===== src/rtl/interpPkg.sv =====
// ------------------------------
// shared widths, rate, register map and
// the sample saturation helper for the interpolator
// ------------------------------
package interpPkg;

    // ------------------------------
    // data types
    // ------------------------------
    typedef logic signed [17:0] sample_t;    // one audio/IF sample
    typedef logic [31:0]        busData_t;
    typedef logic [12:0]        busAddr_t;
    typedef logic signed [29:0] cicAcc_t;    // 18 bits plus 12 bits of growth
    typedef logic [4:0]         gainExp_t;
    typedef logic [17:0]        gainMant_t;  // 1.0 is 0x10000

    // ------------------------------
    // rate and limits
    // ------------------------------
    localparam int cicRate   = 8;            // interpolation factor
    localparam int cicStages = 3;

    localparam sample_t   sampleMax = 18'sh1ffff;
    localparam sample_t   sampleMin = -18'sh20000;
    localparam gainMant_t mantOne   = 18'h10000;

    // ------------------------------
    // register map
    // ------------------------------
    localparam logic [8:0] interpRegion = 9'h040;  // addr[12:4]

    localparam logic [3:0] regCtrl = 4'h0;
    localparam logic [3:0] regTest = 4'h1;
    localparam logic [3:0] regExp  = 4'h2;
    localparam logic [3:0] regMant = 4'h3;

    localparam int ctrlBypass   = 0;
    localparam int ctrlBypassEq = 1;
    localparam int ctrlTest     = 2;
    localparam int ctrlInvert   = 3;

    // clamp a wide signed value into sample_t
    function automatic sample_t satSample(input logic signed [47:0] v);
        if (v > sampleMax) return sampleMax;
        else if (v < sampleMin) return sampleMin;
        else return v[17:0];
    endfunction

endpackage


===== src/rtl/cicCompFilter.sv =====
// ------------------------------
// three-tap CIC droop compensation,
// taps -1/16, 9/8, -1/16 at the sample rate
// ------------------------------
module cicCompFilter
    import interpPkg::*;
(
    input  logic    clk,
    input  logic    rst,
    input  logic    clkEn,
    input  sample_t compIn,
    output sample_t compOut
);

    sample_t dly1;                           // x[n-1], centre tap
    sample_t dly2;                           // x[n-2]

    logic signed [23:0] midTap;
    logic signed [23:0] outerSum;
    logic signed [23:0] acc;                 // result in 1/16 units

    // ------------------------------
    // tap arithmetic
    // ------------------------------
    always_comb begin
        midTap   = dly1;
        outerSum = compIn;
        outerSum = outerSum + dly2;
        // 18/16 of centre minus 1/16 of each outer tap
        acc = (midTap <<< 4) + (midTap <<< 1) - outerSum;
    end

    // ------------------------------
    // delay line and output register
    // ------------------------------
    always_ff @(posedge clk) begin
        if (rst) begin
            dly1    <= '0;
            dly2    <= '0;
            compOut <= '0;
        end else if (clkEn) begin
            dly1    <= compIn;
            dly2    <= dly1;
            compOut <= satSample(acc >>> 4);     // overshoot clips at full scale
        end
    end

endmodule


===== src/rtl/cicInterpolator.sv =====
// ------------------------------
// three-stage CIC interpolator, combs at
// the sample rate and integrators every clock
// ------------------------------
module cicInterpolator
    import interpPkg::*;
(
    input  logic    clk,
    input  logic    rst,
    input  logic    clkEn,
    input  sample_t dIn,
    output cicAcc_t dOut
);

    cicAcc_t combDly [cicStages];            // one-sample comb memories
    cicAcc_t combTap [cicStages + 1];        // comb chain, combTap[0] is the input
    cicAcc_t integ   [cicStages];
    cicAcc_t inject;                         // zero-stuffed comb output

    // ------------------------------
    // comb chain
    // ------------------------------
    always_comb begin
        combTap[0] = dIn;                    // sign-extended into the accumulator width
        for (int i = 0; i < cicStages; i++) begin
            combTap[i + 1] = combTap[i] - combDly[i];
        end
        // only the strobe cycle carries a sample, the rest are stuffed zeros
        inject = clkEn ? combTap[cicStages] : '0;
    end

    // ------------------------------
    // comb memories and integrators
    // ------------------------------
    always_ff @(posedge clk) begin
        if (rst) begin
            for (int i = 0; i < cicStages; i++) begin
                combDly[i] <= '0;
                integ[i]   <= '0;
            end
        end else begin
            if (clkEn) begin
                for (int i = 0; i < cicStages; i++) begin
                    combDly[i] <= combTap[i];
                end
            end
            // integrators wrap, the final sum still lands in range
            integ[0] <= integ[0] + inject;
            for (int i = 1; i < cicStages; i++) begin
                integ[i] <= integ[i] + integ[i - 1];
            end
        end
    end

    // DC gain is cicRate ** (cicStages - 1)
    assign dOut = integ[cicStages - 1];

endmodule


===== src/rtl/gainScaler.sv =====
// ------------------------------
// exponent shift and mantissa multiply,
// saturating back to 18 bits
// ------------------------------
module gainScaler
    import interpPkg::*;
(
    input  logic      clk,
    input  logic      rst,
    input  logic      clear,
    input  cicAcc_t   dIn,
    input  gainExp_t  gainExp,
    input  gainMant_t gainMant,
    output sample_t   dOut
);

    cicAcc_t            shifted;
    sample_t            expAdj;              // after shift and first clamp
    logic signed [36:0] product;             // 18 x 19 signed

    // ------------------------------
    // shift and multiply
    // ------------------------------
    always_comb begin
        shifted = dIn >>> gainExp;
        // mantissa is unsigned, a zero msb keeps the multiply signed
        product = expAdj * $signed({1'b0, gainMant});
    end

    // ------------------------------
    // pipeline registers
    // ------------------------------
    always_ff @(posedge clk) begin
        if (rst || clear) begin
            expAdj <= '0;
            dOut   <= '0;
        end else begin
            expAdj <= satSample(shifted);
            dOut   <= satSample(product >>> 16);  // drop 16 fraction bits
        end
    end

endmodule


===== src/rtl/interpRegs.sv =====
// ------------------------------
// interpolator register slice, byte-lane writes
// and combinational readback
// ------------------------------
module interpRegs
    import interpPkg::*;
(
    input  logic      clk,
    input  logic      rst,
    input  logic      sel,         // decoded region select
    input  logic      wr0,
    input  logic      wr1,
    input  logic      wr2,
    input  logic      wr3,
    input  busAddr_t  addr,
    input  busData_t  din,
    output busData_t  dout,
    output logic      bypass,
    output logic      bypassEq,
    output logic      test,
    output logic      invert,
    output sample_t   testValue,
    output gainExp_t  gainExp,
    output gainMant_t gainMant
);

    logic [3:0]  ctrlReg;
    logic [17:0] testReg;
    logic [4:0]  expReg;
    logic [17:0] mantReg;

    busData_t byteMask;
    busData_t rdData;

    // a byte without its strobe keeps its old contents
    function automatic busData_t mergeBytes(input busData_t cur, input busData_t wrData,
                                            input busData_t mask);
        return (cur & ~mask) | (wrData & mask);
    endfunction

    assign byteMask = {{8{wr3}}, {8{wr2}}, {8{wr1}}, {8{wr0}}};

    // ------------------------------
    // write side
    // ------------------------------
    always_ff @(posedge clk) begin
        if (rst) begin
            ctrlReg <= '0;
            testReg <= '0;
            expReg  <= '0;
            mantReg <= mantOne;                  // unity mantissa
        end else if (sel) begin
            case (addr[3:0])
                regCtrl: ctrlReg <= 4'(mergeBytes({28'd0, ctrlReg}, din, byteMask));
                regTest: testReg <= 18'(mergeBytes({14'd0, testReg}, din, byteMask));
                regExp:  expReg  <= 5'(mergeBytes({27'd0, expReg}, din, byteMask));
                regMant: mantReg <= 18'(mergeBytes({14'd0, mantReg}, din, byteMask));
                default: ;                       // holes in the map ignore writes
            endcase
        end
    end

    // ------------------------------
    // read side
    // ------------------------------
    always_comb begin
        rdData = '0;
        case (addr[3:0])
            regCtrl: rdData = {28'd0, ctrlReg};
            regTest: rdData = {14'd0, testReg};
            regExp:  rdData = {27'd0, expReg};
            regMant: rdData = {14'd0, mantReg};
            default: rdData = '0;
        endcase
    end

    assign dout = sel ? rdData : '0;

    assign bypass    = ctrlReg[ctrlBypass];
    assign bypassEq  = ctrlReg[ctrlBypassEq];
    assign test      = ctrlReg[ctrlTest];
    assign invert    = ctrlReg[ctrlInvert];
    assign testValue = testReg;
    assign gainExp   = expReg;
    assign gainMant  = mantReg;

endmodule


===== src/rtl/scInterpolate.sv =====
// ------------------------------
// interpolator channel top, region decode,
// inversion, CIC path and output mux
// ------------------------------
module scInterpolate
    import interpPkg::*;
(
    input  logic     clk,
    input  logic     rst,
    input  logic     clkEn,
    input  logic     cs,
    input  logic     wr0,
    input  logic     wr1,
    input  logic     wr2,
    input  logic     wr3,
    input  busAddr_t addr,
    input  busData_t din,
    output busData_t dout,
    input  sample_t  dataIn,
    output sample_t  dataOut,
    output logic     clkEnOut
);

    logic      interpSel;
    logic      bypass, bypassEq, test, invert;
    sample_t   testValue;
    gainExp_t  gainExp;
    gainMant_t gainMant;

    sample_t   invertIn;
    sample_t   compOut;
    sample_t   cicIn;
    cicAcc_t   cicOut;
    sample_t   gainOut;
    logic      clkEnDly;                     // strobe one clock late for the filters
    logic      bp0, bp1;
    logic      cicClear;
    logic      cicRst;
    logic [1:0] bypassMode;

    // ------------------------------
    // bus decode and registers
    // ------------------------------
    assign interpSel = cs && (addr[12:4] == interpRegion);

    interpRegs regs (
        .clk(clk), .rst(rst), .sel(interpSel),
        .wr0(wr0), .wr1(wr1), .wr2(wr2), .wr3(wr3),
        .addr(addr), .din(din), .dout(dout),
        .bypass(bypass), .bypassEq(bypassEq), .test(test), .invert(invert),
        .testValue(testValue), .gainExp(gainExp), .gainMant(gainMant)
    );

    // ------------------------------
    // input capture and clear pulse
    // ------------------------------
    always_ff @(posedge clk) begin
        if (rst) begin
            invertIn <= '0;
            cicIn    <= '0;
            clkEnDly <= 1'b0;
            bp0      <= 1'b0;
            bp1      <= 1'b0;
            cicClear <= 1'b0;
        end else begin
            clkEnDly <= clkEn;
            if (clkEn) begin
                invertIn <= invert ? -dataIn : dataIn;
                cicIn    <= bypassEq ? invertIn : compOut;
                bp0      <= bypass;
                bp1      <= bp0;
                cicClear <= bp1 && !bp0;     // one strobe period, after bypass falls
            end
        end
    end

    assign cicRst = rst || cicClear;

    // ------------------------------
    // filter chain
    // ------------------------------
    // filters step one clock after the strobe so each sees the freshly captured value
    cicCompFilter compFilter (
        .clk(clk), .rst(rst), .clkEn(clkEnDly),
        .compIn(invertIn), .compOut(compOut)
    );

    cicInterpolator cic (
        .clk(clk), .rst(cicRst), .clkEn(clkEnDly),
        .dIn(cicIn), .dOut(cicOut)
    );

    gainScaler gain (
        .clk(clk), .rst(rst), .clear(cicClear),
        .dIn(cicOut), .gainExp(gainExp), .gainMant(gainMant),
        .dOut(gainOut)
    );

    // ------------------------------
    // output mux
    // ------------------------------
    assign bypassMode = {bypassEq, bypass};

    always_ff @(posedge clk) begin
        if (rst) begin
            dataOut <= '0;
        end else if (test) begin
            dataOut <= testValue;                // test value wins over every mode
        end else begin
            case (bypassMode)
                2'b00, 2'b10: dataOut <= gainOut;
                default: begin
                    if (clkEn) begin
                        dataOut <= invertIn;     // raw sample, one strobe late
                    end
                end
            endcase
        end
    end

    assign clkEnOut = bypass ? clkEn : 1'b1;

endmodule


===== config.mk =====
export PLATFORM = sky130hd
export DESIGN_NAME = scInterpolate
export DESIGN_NICKNAME = d
export VERILOG_FILES = /design/src/rtl/interpPkg.sv /design/src/rtl/cicCompFilter.sv /design/src/rtl/cicInterpolator.sv /design/src/rtl/gainScaler.sv /design/src/rtl/interpRegs.sv /design/src/rtl/scInterpolate.sv
export SDC_FILE = /design/constraint.sdc
export NUM_CORES = 2
export LEC_CHECK = 0
export BUFFER_PORTS_ARGS = -buffer_cell sky130_fd_sc_hd__buf_2
export CELL_PAD_IN_SITES_DETAIL_PLACEMENT = 1
export CELL_PAD_IN_SITES_GLOBAL_PLACEMENT = 2
export CORE_MARGIN = 3
export CORE_UTILIZATION = 35
export CTS_BUF_LIST = sky130_fd_sc_hd__clkbuf_8
export DETAILED_ROUTE_END_ITERATION = 12
export PLACE_DENSITY_LB_ADDON = 0.1
export SLEW_MARGIN = 20
export SYNTH_ARGS = -nofsm -noshare
export SYNTH_HDL_FRONTEND = slang
export SYNTH_SLANG_ARGS = --single-unit
export TNS_END_PERCENT = 10

===== constraint.sdc =====
create_clock -name clk -period 20.5 [get_ports clk]
set_input_delay 4.1 -clock clk [delete_from_list [all_inputs] [get_ports clk]]
set_output_delay 4.1 -clock clk [all_outputs]
set_load 0.01 [all_outputs]

==> flow_summary_export.csv <==
group,metric,value,unit
detailed_routing,vias,27040,
synth,netlist_area,34800,sq um
global_route,grt_pass1_wl,166.2,mm
sta,rsz0062_at_grt,"no",
synth,synth_area_leaders,"fa_1, dfxtp_1, ha_1",
floorplanning,die_y,321.3,um
sta,skew,0.05030,ns
clock_tree,cts_setup_buffers,0,
detailed_routing,routed_via_density,5.052,
sta,min_period,10.39,ns
worst_setup_path,worstSetupPathType,"in -> out",
worst_setup_path,cp-start-kind,"input pin",
global_route,grt_max_degree,120,
sta,worst_pin_slew,1.148,ns
clock_tree,cts_resized,0,
sta,max_freq,96.20,MHz
clock_tree,cts_htree_levels,3,
floorplanning,io_pins,122,
detailed_routing,wl_per_cell,19.42,um
finish,layout.nets,4695,
synth,synth_cell_types,86,
placement,placedCellCount,5217,
clock_tree,cts_root_buf,"clkbuf_8",
detailed_routing,ant_nets,0,
synth,synth.most_common_cell,"inv_1",
clock_tree,cts_buffers,73,
pwr,combinationalPowerShare,51.6,%
detailed_routing,first_pass_iters,4,
worst_setup_path,required,16.40,ns
sta,setup_viol,0,
floorplanning,dieArea,103300,sq um
worst_setup_path,worstPathMaxFanout,18,
global_route,grt_overflow,0,
pwr,p_leak,17.45,nW
pwr,internal_power,2.154,mW
synth,async_reset_ff_share,0,%
synth,ys_seq_elements,361,
synth,synthCells,3981,
sta,hold_viol,0,
pwr,vdd_drop_max,0.04031,mV
placement,gp_congestion,0.7915,
placement,place_hpwl,78.96,mm
pwr,p_per_area,102.8,nW/um^2
synth,avgSynthCellArea,8.743,sq um
sta,relSlewSlack,23.33,%
job,drv_cap,0,
floorplanning,die_w,321.3,um
global_route,antenna_found_initial,5,
detailed_routing,wl,103.9,mm
status,status,"finished clean",
synth,synth_top_flop_cell,"dfxtp_1",
synth,synth_top_area_cell,"fa_1",
synth,yosys_warnings,0,
finish,final_cells,5353,
global_route,first_global_vias,28560,
clock_tree,insertion_delay,0.70,ns
clock_tree,clock-sinks,361,
synth,synth_top_area_share,17.20,%
clock_tree,cts.reportedPaths.clkPinSlew,0.05,ns
finish,syn2layout_area_growth,9.135,%
sta,slew_violations,0,
global_route,track_usage,20.51,%
clock_tree,cts_max_path_buffers,3,
finish,final_layout_size_suffix_gt1_share,7.334,%
pwr,p_switching,1.751,mW
clock_tree,hold_buffers,0,
worst_setup_path,cp-end-kind,"primary output",
placement,io_buffers,92,
sta,finalCritPeriodShare,50.70,%
floorplanning,rows,115,
pwr,pwr-share-seq,28.1,%
synth,synthTopCellsByCount,"inv_1, nor2_1, nand2_1, ha_1, fa_1",
hold_path,hold_path.class,"reg -> reg",
synth,synth-seq-area-share,23.01,%
clock_tree,cts_tree,"done",
floorplanning,core,98560,sq um
floorplanning,start_util,35.31,%
detailed_routing,drt-initial-drc-count,1029,
worst_setup_path,cp.arrival,6.29,ns
pwr,pwr-share-clk,20.2,%
synth,synth_edf_count,78,
detailed_routing,drc,0,
sta,setup_tns,0,ns
pwr,swShare,44.84,%
[path summary, 6_finish.rpt]
path,cells after the start,from,endpoint,slack (ns)
hold / removal,2,compFilter.compOut[6],compFilter.compOut[6],0.49
hold reg to reg,2,compFilter.compOut[6],compFilter.compOut[6],0.49
setup reg to reg,39,cicIn[0],cic.integ[0][28],12.01
setup / recovery,6,addr[9],dout[4],10.11
[kinds of logic (layout without fill, tap and decap cells)]
group	after synthesis	in the layout	share of synthesized area, %
flops	361	361	23.01
fa+ha+maj	618	618	28.67
simple gates	1252	1252	17.19
xor+xnor	175	175	4.451
compound gates	726	726	13.61
other cells	1	17	0.01077
mux	178	178	5.597
buf+inv	670	739	7.467
[routing by layer]
layer	vias up	wire, um	GRT usage [%]
met2	298	46880	33.33
met5	-	14	0
li1	13360	-	-
met3	111	4040	3.574
met4	2	2003	4.579
met1	13270	51010	28.51
[final cells by class]
class	count	area [sq um]
sequential	361	8019
clock inverter	42	276.5
timing repair buffer	127	768.2
clock buffer	90	1239
tap	1287	1610
antenna	3	7.507
fill	11560	60580
multi-input combinational	2963	24260
inverter	480	1802
[power by group through the flow]
stage | clock (mW) | sequential [mW] | combinational, mW
after detailed placement | 0 | 1.12 | 2.03
after CTS | 0.828 | 1.10 | 2.04
after global routing | 0.858 | 1.12 | 2.32
after global placement | 0 | 1.12 | 2.02
final | 0.790 | 1.10 | 2.02
after floorplan | 0 | 0.949 | 1.61
[cell usage in the layout, fill, tap and decap left out, types with 20 or more instances in the layout]
cell type and n:
nor3_1 48, nand2_1 321, nand2b_1 33, and2_1 187, xnor2_1 109, xor2_1 65, a21o_1 73, o21bai_1 22
fa_1 299, ha_1 319, a211oi_1 103, and3_1 76, dfxtp_1 276, a31oi_1 20, nor2_1 404, edfxtp_1 78
mux2i_1 153, o21ai_0 101, inv_1 502, o21a_1 51, o21ai_1 29, clkbuf_8 90, a21oi_1 204, buf_4 33
nand3_1 33, buf_2 90, nor2b_1 59
[worst max-delay path: stages]
cell and delay (ns):
buf_2 0.10, nor4b_1 0.27, and4b_1 0.56, nand2_1 0.68
a21oi_1 0.36, buf_2 0.20
[through the flow]
step / util, % / instance area [sq um] / power (mW) / hold WS (ns) / worst slack [ns]
3_5_place_dp: 36.96 / 36430 / 3.146 / 0.4739 / 10.10
3_3_place_gp: 36.96 / 36420 / 3.134 / 0.4746 / 10.05
4_1_cts: 38.50 / 37940 / 3.977 / 0.4882 / 10.11
2_1_floorplan: - / 34850 / 2.562 / 0.4594 / 11.00
5_1_grt: 38.53 / 37980 / 4.295 / 0.5146 / 9.861
6_report: 38.54 / 37980 / 3.904 / 0.4865 / 10.11
Note: power is estimated with default switching activity, not from simulation.
